`src/source/cpu_pkg.sv`:
```
package cpu_pkg;

	localparam int DATA_W = 16; // Machine word

	// Opcode field of a decoded instruction
	typedef enum logic [3:0] {
		OP_ADD    = 4'd0,
		OP_SUB    = 4'd1,
		OP_XOR    = 4'd2,
		OP_RED    = 4'd3,  // Byte reduction
		OP_SLL    = 4'd4,
		OP_SRA    = 4'd5,
		OP_ROR    = 4'd6,
		OP_PADDSB = 4'd7,  // Nibble saturating add
		OP_LW     = 4'd8,
		OP_SW     = 4'd9,
		OP_LLB    = 4'd10,
		OP_LHB    = 4'd11
	} alu_op_e;

	// Condition flags, N on top as in the 3-bit flag word
	typedef struct packed {
		logic n;
		logic z;
		logic v;
	} alu_flags_t;

	typedef struct packed {
		alu_op_e           op;
		logic [DATA_W-1:0] a;  // Register value
		logic [DATA_W-1:0] b;  // Register value or extended immediate
	} exec_req_t;

	typedef struct packed {
		logic [DATA_W-1:0] result;
		alu_flags_t        flags;  // Flag register after this instruction
	} exec_rsp_t;

	// Arithmetic side results
	typedef struct packed {
		logic [DATA_W-1:0] sum;
		logic              ovfl;
		logic [DATA_W-1:0] red;
		logic [DATA_W-1:0] paddsb;
		logic [DATA_W-1:0] addr;   // LW/SW effective address
	} arith_out_t;

	// Bitwise and positional results
	typedef struct packed {
		logic [DATA_W-1:0] xor_r;
		logic [DATA_W-1:0] shift;  // SLL or SRA
		logic [DATA_W-1:0] ror;
		logic [DATA_W-1:0] llb;
		logic [DATA_W-1:0] lhb;
	} logic_out_t;

endpackage

```
`src/source/adder.sv`:
```
module adder import cpu_pkg::*; (
	input  logic [DATA_W-1:0] a,
	input  logic [DATA_W-1:0] b,
	input  logic              sub,   // Subtract a - b
	output logic [DATA_W-1:0] sum,
	output logic              ovfl   // Signed overflow
);

	logic [DATA_W-1:0] b_eff;  // b or its complement
	logic [DATA_W-1:0] g;      // Bit generate
	logic [DATA_W-1:0] p;      // Bit propagate
	logic [DATA_W-1:0] c;      // Carry into each bit

	assign b_eff = sub ? ~b : b;
	assign g     = a & b_eff;
	assign p     = a ^ b_eff;
	assign c[0]  = sub;  // +1 completes two's complement

	// Lookahead inside each nibble, group carries ripple between nibbles
	for (genvar k = 0; k < DATA_W / 4; k++) begin : g_cla
		assign c[4*k+1] = g[4*k] | (p[4*k] & c[4*k]);
		assign c[4*k+2] = g[4*k+1] | (p[4*k+1] & g[4*k]) | (p[4*k+1] & p[4*k] & c[4*k]);
		assign c[4*k+3] = g[4*k+2] | (p[4*k+2] & g[4*k+1])
			| (p[4*k+2] & p[4*k+1] & g[4*k])
			| (p[4*k+2] & p[4*k+1] & p[4*k] & c[4*k]);
		if (k < DATA_W / 4 - 1) begin : g_out  // Top group carry-out is not needed
			assign c[4*k+4] = g[4*k+3] | (p[4*k+3] & g[4*k+2])
				| (p[4*k+3] & p[4*k+2] & g[4*k+1])
				| (p[4*k+3] & p[4*k+2] & p[4*k+1] & g[4*k])
				| (p[4*k+3] & p[4*k+2] & p[4*k+1] & p[4*k] & c[4*k]);
		end
	end

	assign sum = p ^ c;

	// Same operand signs, different result sign
	assign ovfl = (a[DATA_W-1] == b_eff[DATA_W-1]) & (sum[DATA_W-1] != a[DATA_W-1]);

endmodule

```
`src/source/alu.sv`:
```
module alu import cpu_pkg::*; (
	input  logic [DATA_W-1:0] a,
	input  logic [DATA_W-1:0] b,
	input  alu_op_e           op,
	output logic [DATA_W-1:0] result,
	output alu_flags_t        flags,    // Candidate flag values
	output alu_flags_t        flag_we   // Which flags this op writes
);

	arith_out_t arith;
	logic_out_t logic_r;
	logic       is_addsub;
	logic       z_op;       // Ops that report zero

	arith_unit u_arith (
		.a     (a),
		.b     (b),
		.op    (op),
		.arith (arith)
	);

	logic_shift_unit u_logic (
		.a       (a),
		.b       (b),
		.op      (op),
		.logic_r (logic_r)
	);

	// Result mux
	always_comb begin
		case (op)
			OP_ADD, OP_SUB: result = arith.sum;
			OP_XOR:         result = logic_r.xor_r;
			OP_RED:         result = arith.red;
			OP_SLL, OP_SRA: result = logic_r.shift;
			OP_ROR:         result = logic_r.ror;
			OP_PADDSB:      result = arith.paddsb;
			OP_LW, OP_SW:   result = arith.addr;
			OP_LLB:         result = logic_r.llb;
			OP_LHB:         result = logic_r.lhb;
			default:        result = '0;  // Opcodes 12-15
		endcase
	end

	assign is_addsub = (op == OP_ADD) || (op == OP_SUB);

	always_comb begin
		case (op)
			OP_ADD, OP_SUB, OP_XOR, OP_SLL, OP_SRA, OP_ROR: z_op = 1'b1;
			default: z_op = 1'b0;
		endcase
	end

	// Flag values, only meaningful where enabled
	assign flags.n = arith.sum[DATA_W-1];
	assign flags.z = (result == '0);
	assign flags.v = arith.ovfl;

	assign flag_we.n = is_addsub;
	assign flag_we.z = z_op;
	assign flag_we.v = is_addsub;

endmodule

```
`src/source/arith_unit.sv`:
```
module arith_unit import cpu_pkg::*; (
	input  logic [DATA_W-1:0] a,
	input  logic [DATA_W-1:0] b,
	input  alu_op_e           op,
	output arith_out_t        arith
);

	logic signed [8:0] red_hi;   // Upper byte sum
	logic signed [8:0] red_lo;   // Lower byte sum
	logic signed [9:0] red_tot;

	// Saturating add of two signed nibbles
	function automatic logic [3:0] sat_add4(input logic [3:0] x, input logic [3:0] y);
		logic [4:0] s;
		s = {x[3], x} + {y[3], y};
		if (s[4] != s[3])
			return s[4] ? 4'h8 : 4'h7;  // Clamp to -8 or 7
		return s[3:0];
	endfunction

	// ADD/SUB, op bit 0 picks subtract
	adder u_main_add (
		.a    (a),
		.b    (b),
		.sub  (op[0]),
		.sum  (arith.sum),
		.ovfl (arith.ovfl)
	);

	// LW/SW address, base forced halfword aligned
	adder u_addr_add (
		.a    ({a[DATA_W-1:1], 1'b0}),
		.b    (b),
		.sub  (1'b0),
		.sum  (arith.addr),
		.ovfl ()
	);

	// RED
	assign red_hi  = $signed({a[DATA_W-1], a[DATA_W-1:8]}) + $signed({b[DATA_W-1], b[DATA_W-1:8]});
	assign red_lo  = $signed({a[7], a[7:0]}) + $signed({b[7], b[7:0]});
	assign red_tot = red_hi + red_lo;  // Signed, widened
	assign arith.red = {{(DATA_W-10){red_tot[9]}}, red_tot};

	// PADDSB, four independent lanes
	for (genvar k = 0; k < DATA_W / 4; k++) begin : g_lane
		assign arith.paddsb[4*k +: 4] = sat_add4(a[4*k +: 4], b[4*k +: 4]);
	end

endmodule

```
`src/source/exec_stage.sv`:
```
module exec_stage import cpu_pkg::*; (
	input  logic      clk,
	input  logic      rst_n,
	input  logic      in_valid,
	output logic      in_ready,
	input  exec_req_t in_req,
	output logic      out_valid,
	input  logic      out_ready,
	output exec_rsp_t out_rsp
);

	logic [DATA_W-1:0] alu_result;
	alu_flags_t        alu_flags;
	alu_flags_t        flag_we;
	alu_flags_t        flag_q;    // Condition flag register
	alu_flags_t        flag_d;    // Flags after merging this op
	logic              accept;

	alu u_alu (
		.a       (in_req.a),
		.b       (in_req.b),
		.op      (in_req.op),
		.result  (alu_result),
		.flags   (alu_flags),
		.flag_we (flag_we)
	);

	// Accept when the output slot is free or draining this cycle
	assign in_ready = ~out_valid | out_ready;
	assign accept   = in_valid & in_ready;

	// Per-flag merge
	assign flag_d.n = flag_we.n ? alu_flags.n : flag_q.n;
	assign flag_d.z = flag_we.z ? alu_flags.z : flag_q.z;
	assign flag_d.v = flag_we.v ? alu_flags.v : flag_q.v;

	// Control state
	always_ff @(posedge clk) begin
		if (!rst_n) begin
			out_valid <= 1'b0;
			flag_q    <= '0;
		end else begin
			if (accept) begin
				out_valid <= 1'b1;
				flag_q    <= flag_d;  // Flags only move on acceptance
			end else if (out_ready) begin
				out_valid <= 1'b0;    // Response taken, nothing new
			end
		end
	end

	// Output payload, held under back-pressure
	always_ff @(posedge clk) begin
		if (accept) begin
			out_rsp.result <= alu_result;
			out_rsp.flags  <= flag_d;
		end
	end

endmodule

```
`src/source/logic_shift_unit.sv`:
```
module logic_shift_unit import cpu_pkg::*; (
	input  logic [DATA_W-1:0] a,
	input  logic [DATA_W-1:0] b,
	input  alu_op_e           op,
	output logic_out_t        logic_r
);

	logic              sra;     // 1 = arithmetic right, 0 = left
	logic              fill;    // Bit shifted in from the top
	logic [DATA_W-1:0] sh1, sh2, sh4, sh8;
	logic [DATA_W-1:0] ro1, ro2, ro4, ro8;

	assign sra  = op[0];
	assign fill = sra & a[DATA_W-1];

	// Barrel shifter, one stage per amount bit
	assign sh1 = ~b[0] ? a :
		(sra ? {fill, a[DATA_W-1:1]} : {a[DATA_W-2:0], 1'b0});
	assign sh2 = ~b[1] ? sh1 :
		(sra ? {{2{fill}}, sh1[DATA_W-1:2]} : {sh1[DATA_W-3:0], 2'b0});
	assign sh4 = ~b[2] ? sh2 :
		(sra ? {{4{fill}}, sh2[DATA_W-1:4]} : {sh2[DATA_W-5:0], 4'b0});
	assign sh8 = ~b[3] ? sh4 :
		(sra ? {{8{fill}}, sh4[DATA_W-1:8]} : {sh4[DATA_W-9:0], 8'b0});

	// Rotate right, same stage layout
	assign ro1 = b[0] ? {a[0], a[DATA_W-1:1]} : a;
	assign ro2 = b[1] ? {ro1[1:0], ro1[DATA_W-1:2]} : ro1;
	assign ro4 = b[2] ? {ro2[3:0], ro2[DATA_W-1:4]} : ro2;
	assign ro8 = b[3] ? {ro4[7:0], ro4[DATA_W-1:8]} : ro4;

	assign logic_r.xor_r = a ^ b;
	assign logic_r.shift = sh8;
	assign logic_r.ror   = ro8;

	// Byte loads keep the other half of a
	assign logic_r.llb = {a[DATA_W-1:8], b[7:0]};
	assign logic_r.lhb = {b[7:0], a[7:0]};

endmodule

```
`config.mk`:
```
export PLATFORM = sky130hd
export DESIGN_NAME = exec_stage
export DESIGN_NICKNAME = d
export VERILOG_FILES = /design/src/source/cpu_pkg.sv /design/src/source/adder.sv /design/src/source/alu.sv /design/src/source/arith_unit.sv /design/src/source/exec_stage.sv /design/src/source/logic_shift_unit.sv
export SDC_FILE = /design/constraint.sdc
export NUM_CORES = 1
export LEC_CHECK = 0
export BUFFER_PORTS_ARGS = -buffer_cell sky130_fd_sc_hd__buf_2
export CORE_MARGIN = 2
export CORE_UTILIZATION = 40
export DETAILED_ROUTE_END_ITERATION = 8
export PLACE_DENSITY_LB_ADDON = 0.2
export SLEW_MARGIN = 20
export SYNTH_ARGS = -nofsm -noshare
export SYNTH_HDL_FRONTEND = slang
export SYNTH_SLANG_ARGS = --single-unit
```
`constraint.sdc`:
```
create_clock -name clk -period 15.9 [get_ports clk]
set_clock_uncertainty 0.1 [all_clocks]
set_input_delay 0.795 -clock clk [delete_from_list [all_inputs] [get_ports clk]]
set_output_delay 0.795 -clock clk [all_outputs]
set_load 0.005 [all_outputs]
```
; ---- Word level (Yosys, flattened, before mapping)
; Index checks and enable logic that the tools add are counted.
; W data, S select, Z words.
[classes]
mux = 36
n_addsub = 7
bitwise_logic = 188
reduce_logical = 8
eq_ne = 17
[op_table]
columns = operator, n
row1 = $mux W16, 13
row2 = $pmux W16 S9, 1
row3 = $and A1 B1 Y1, 110
row4 = $xor A16 B16 Y16, 5
row5 = $or A1 B1 Y1, 69
row6 = $mux W4, 12
row7 = $and A15 B15 Y15, 2
row8 = $add A4 B4 Y5, 4
row9 = $add A8 B8 Y9, 2
row10 = $eq A4 B3 Y1 const B, 4
row11 = $eq A4 B4 Y1 const B, 4
row12 = $logic_not A16 Y1, 1
row13 = $not A16 Y16, 1
row14 = $add A9 B9 Y10, 1
row15 = $mux W1, 10
row16 = $eq A4 B2 Y1 const B, 2
row17 = $reduce_or A2 Y1, 3
row18 = $reduce_or A6 Y1, 1
row19 = $ne A1 B1 Y1, 5
row20 = $eq A4 B1 Y1 const B, 1
row21 = $logic_not A4 Y1, 1
row22 = $reduce_bool A2 Y1, 1
row23 = $eq A1 B1 Y1, 1
row24 = $logic_or A1 B1 Y1, 1
row25 = $not A1 Y1, 1
[word_totals]
wordCells = 264
input_bits = 40
ff_bits = 23

; ---- Depth between registers and ports, before layout
[logic_depth]
word_depth = 18
depth_mapped = 25
mapped_depth_nobuf = 19

; ---- Cells and area by module
; Synthesis repeated with hierarchy kept, for this count alone.
[unflattened]
cells_unflattened = 1117
hier_area_um2 = 8947.3
[by_module_without_submodules]
columns = module, cells_per_inst, area_each_um2, instances
row1 = logic_shift_unit, 372, 2712.6, 1
row2 = arith_unit, 242, 1941.9, 1
row3 = alu, 212, 1552.7, 1
row4 = adder at u_alu.u_arith.u_addr_add, 125, 980.9, 1
row5 = adder at u_alu.u_arith.u_main_add, 125, 974.7, 1
row6 = exec_stage, 41, 784.5, 1

; ---- Worst setup path after synthesis
; OpenSTA, ideal clock, no wires.
[synth_path]
kind = input to register
start = in in_req[32] (netlist name)
end = reg out_rsp[1] (netlist name), data pin
slack_ps = 10350
path_stages = 23
arrival_time_ps = 5286
n_path_buf = 6
path_cell_list = buf_4 buf_4 buf_6 buf_2 buf_2 buf_1 xor2_1 ha_1 a21o_1 a221oi_1 o211ai_1 o21ai_0 nor2_1 o21ai_0 nand2b_1 fa_1 mux2i_1 o22ai_1 a222oi_1 nand3_1 nor4_4 nand4_2 o31ai_2
[synth_lines]
columns = element, line
row1 = "start, declared", exec_stage.sv:6  ; input exec_req_t in_req,
row2 = "end, declared", exec_stage.sv:9  ; output exec_rsp_t out_rsp

==> results.cfg <==
[worst_setup_path]
crit_buf_inv = 2
worstSetupPathType = in -> reg
crit_family = compound AO/OA/AOI/OAI gates
required_ps = 15880
worstPathCellList = buf_4 -> buf_4 -> xor2_1 -> ha_1 -> a21o_1 -> a221oi_1 -> o211ai_1 -> o21ai_0 -> nor2_1 -> o21ai_0 -> nand2b_1 -> fa_1 -> mux2i_1 -> o22ai_1 -> a222oi_1 -> nand3_1 -> nor4_4 -> nand4_2 -> o31ai_2
startpoint_type = primary input
critPathMaxFanout = 45
critPathArrivalTime_ps = 5770
max_stage_delay_ps = 620
end_kind = flip-flop
cp_slowest_cell = buf_4

[place]
dp_hpwl_mm = 21.76
gp_congestion = 1.058
place_area_um2 = 7440
io_buffers = 60

[global_routing]
grt_pass1_wl_mm = 43.99
track_usage_pct = 30.63
antenna_found_initial = 1
grt_pass1_vias = 7238
grt_max_degree = 84
grt-ovfl-total = 0

[timing]
rsz0062_at_grt = false
setup_violations = 0
fin_tns_setup_ps = 0
slew_viol_final = 0
fmaxAchievable_ghz = 0.1729
hold_viol_final = 0
tightest_slew_ps = 988.9
min_period_ps = 5784
maxSlewHeadroom_pct = 34.07
finalCritPeriodShare_pct = 36.38

[clocking]
cts_tree = yes
postCtsSetupRepairBufs = 0
h-tree-depth = 1
root_buffer = clkbuf_16
cts.clk_slew.worst_paths_ps = 60
cts-buffers-inserted = 3
cts_hold_buf = 0
ctsResizeCount = 0
clock_sinks = 23
cts.path.max_buffers = 2
clk-insertion-delay-late_ps = 250

[die]
io_pins = 61
initial_core_util_pct = 41.12
die_y_um = 137.8
rows = 48
die_area_um2 = 18990
core_area_um2 = 17420
die_w_um = 137.8

[drt]
detail-route-antenna-nets = 0
drc_errors = 0
vias = 7770
drt-initial-drc-count = 1024
routedWlPerCell_um = 24.95
drt-total-wl_mm = 28.89
firstDrtPassIters = 6
vias_per_cell = 6.710

[run_status]
run_status = complete, no violations

[layout]
antenna_cells = 0
fin_area_um2 = 7523
synthToLayoutAreaGrowth_pct = 5.049
fin_util_pct = 43.20
fin_nets = 1048
layout-drive-gt1-share_pct = 11.79

[logic_synthesis]
synth-seq-area-share_pct = 9.085
syn_area_um2 = 7162
synthCells = 936
ys_async_sr_fraction_pct = 0
avgSynthCellArea_um2 = 7.652
synthesis.nets = 1050
synth_area_leaders = mux2i_1 (9.5%), ha_1 (8.0%), edfxtp_1 (8.0%)
ys_types = 85
synth_ff_type = edfxtp_1
yosysTopAreaCell = mux2i_1
synth_top_area_share_pct = 9.504
synth_seq_cells = 23
ys_warn_count = 0
synth_edf_count = 19

[flow_run]
cap_violations = 0

[power]
p_per_area_nw_per_um2 = 60.36
ir_drop_v = 0.00005788
p_leak_nw = 3.269

[hold_path]
hold_class = reg -> reg
final timing paths:
kind	from	end	slack, ps	cells after the start
max reg2reg	out_valid$_SDFFE_PN0P_	flag_q[0]$_SDFFE_PN0P_	14110	4
max	in_req[32]	out_rsp[1]$_DFFE_PP_	10120	19
min reg2reg	flag_q[2]$_SDFFE_PN0P_	flag_q[2]$_SDFFE_PN0P_	360	2
min	flag_q[2]$_SDFFE_PN0P_	flag_q[2]$_SDFFE_PN0P_	360	2
area by class of cell:
cell class / instances / area [um2]
flip-flops and latches: 23 / 650.6
repair buffers: 66 / 350.3
well taps: 225 / 281.5
inverters: 71 / 266.5
clock buffers: 4 / 78.83
fillers: 1829 / 9893
multi-input cells: 769 / 5896
cells in the mapped netlist (5+ instances only):
library cell	instances
a211oi_1	33
mux2i_1	68
buf_2	27
nand3_1	22
nor2b_1	12
or3_1	5
o32ai_1	5
xor2_1	30
clkbuf_1	33
a31oi_1	7
nand2_1	65
o2111ai_1	6
nor3_1	27
o21ai_0	44
nand4_1	10
or2_2	6
buf_4	8
nand2b_1	15
nor2_1	71
mux2_2	9
edfxtp_1	19
a21oi_1	49
o21ai_1	8
a2111oi_0	5
and2_1	6
o211ai_1	19
inv_1	67
o22ai_1	32
fa_1	28
a221oi_1	6
mux4_2	8
a21o_1	20
xnor2_1	12
ha_1	46
where the power goes:
group          total (W)  switching, W  internal (W)  leakage, nW
clock          0.0000535     0.0000193     0.0000342       0.0382
sequential     0.0000763    0.00000156     0.0000747        0.222
combinational   0.000324      0.000204      0.000121         3.01
total           0.000454      0.000224      0.000230         3.27
registers in the layout (all words and copies together), names as in the netlist:
signal,flops
flag_q,3
out_rsp,19
out_valid,1
metrics by stage:
step,hold slack (ps),instances,worst slack (ps),total power [W]
finish,358.0,1158,10120,0.0004541
global route,407.8,1158,9649,0.0004871
CTS,358.4,1158,10250,0.0004461
global placement,345.3,1154,10060,0.0003931
floorplan,333.4,936,10350,0.0003012
detailed placement,350.4,1154,10000,0.0003917
tightest hold or removal path: stages (launching register included):
cell and delay [ps]:
dfxtp_1 310, nand2_1 50, a21oi_1 50
cell usage in the layout (no fill, tap or decap), types with 30 or more instances in the layout:
| master | instances |
|---|---|
| nor2_1 | 71 |
| buf_2 | 58 |
| mux2i_1 | 68 |
| o22ai_1 | 32 |
| nand2_1 | 65 |
| o21ai_0 | 44 |
| ha_1 | 46 |
| xor2_1 | 30 |
| inv_1 | 67 |
| a21oi_1 | 49 |
| a211oi_1 | 33 |
per-layer routing:
layer | wire, um | global-route usage (%)
met1 | 12000 | 42.97
met4 | 1205 | 11.51
met2 | 12550 | 47.60
met5 | 0 | 0
met3 | 3129 | 4.341
cells by family (layout without fill, tap and decap cells):
kind of cell,Yosys count,in the layout,synth area share (%)
xor gates and xnor gates,42,42,5.136
muxes,88,88,13.91
adders and majority gates,74,74,15.86
AOI/OAI and AO/OA,284,284,26.89
buffers and inverters,144,141,8.753
and+or+nand+nor,281,281,20.37
DFF,23,23,9.085
No activity file was read; power rests on OpenSTA's default activity.
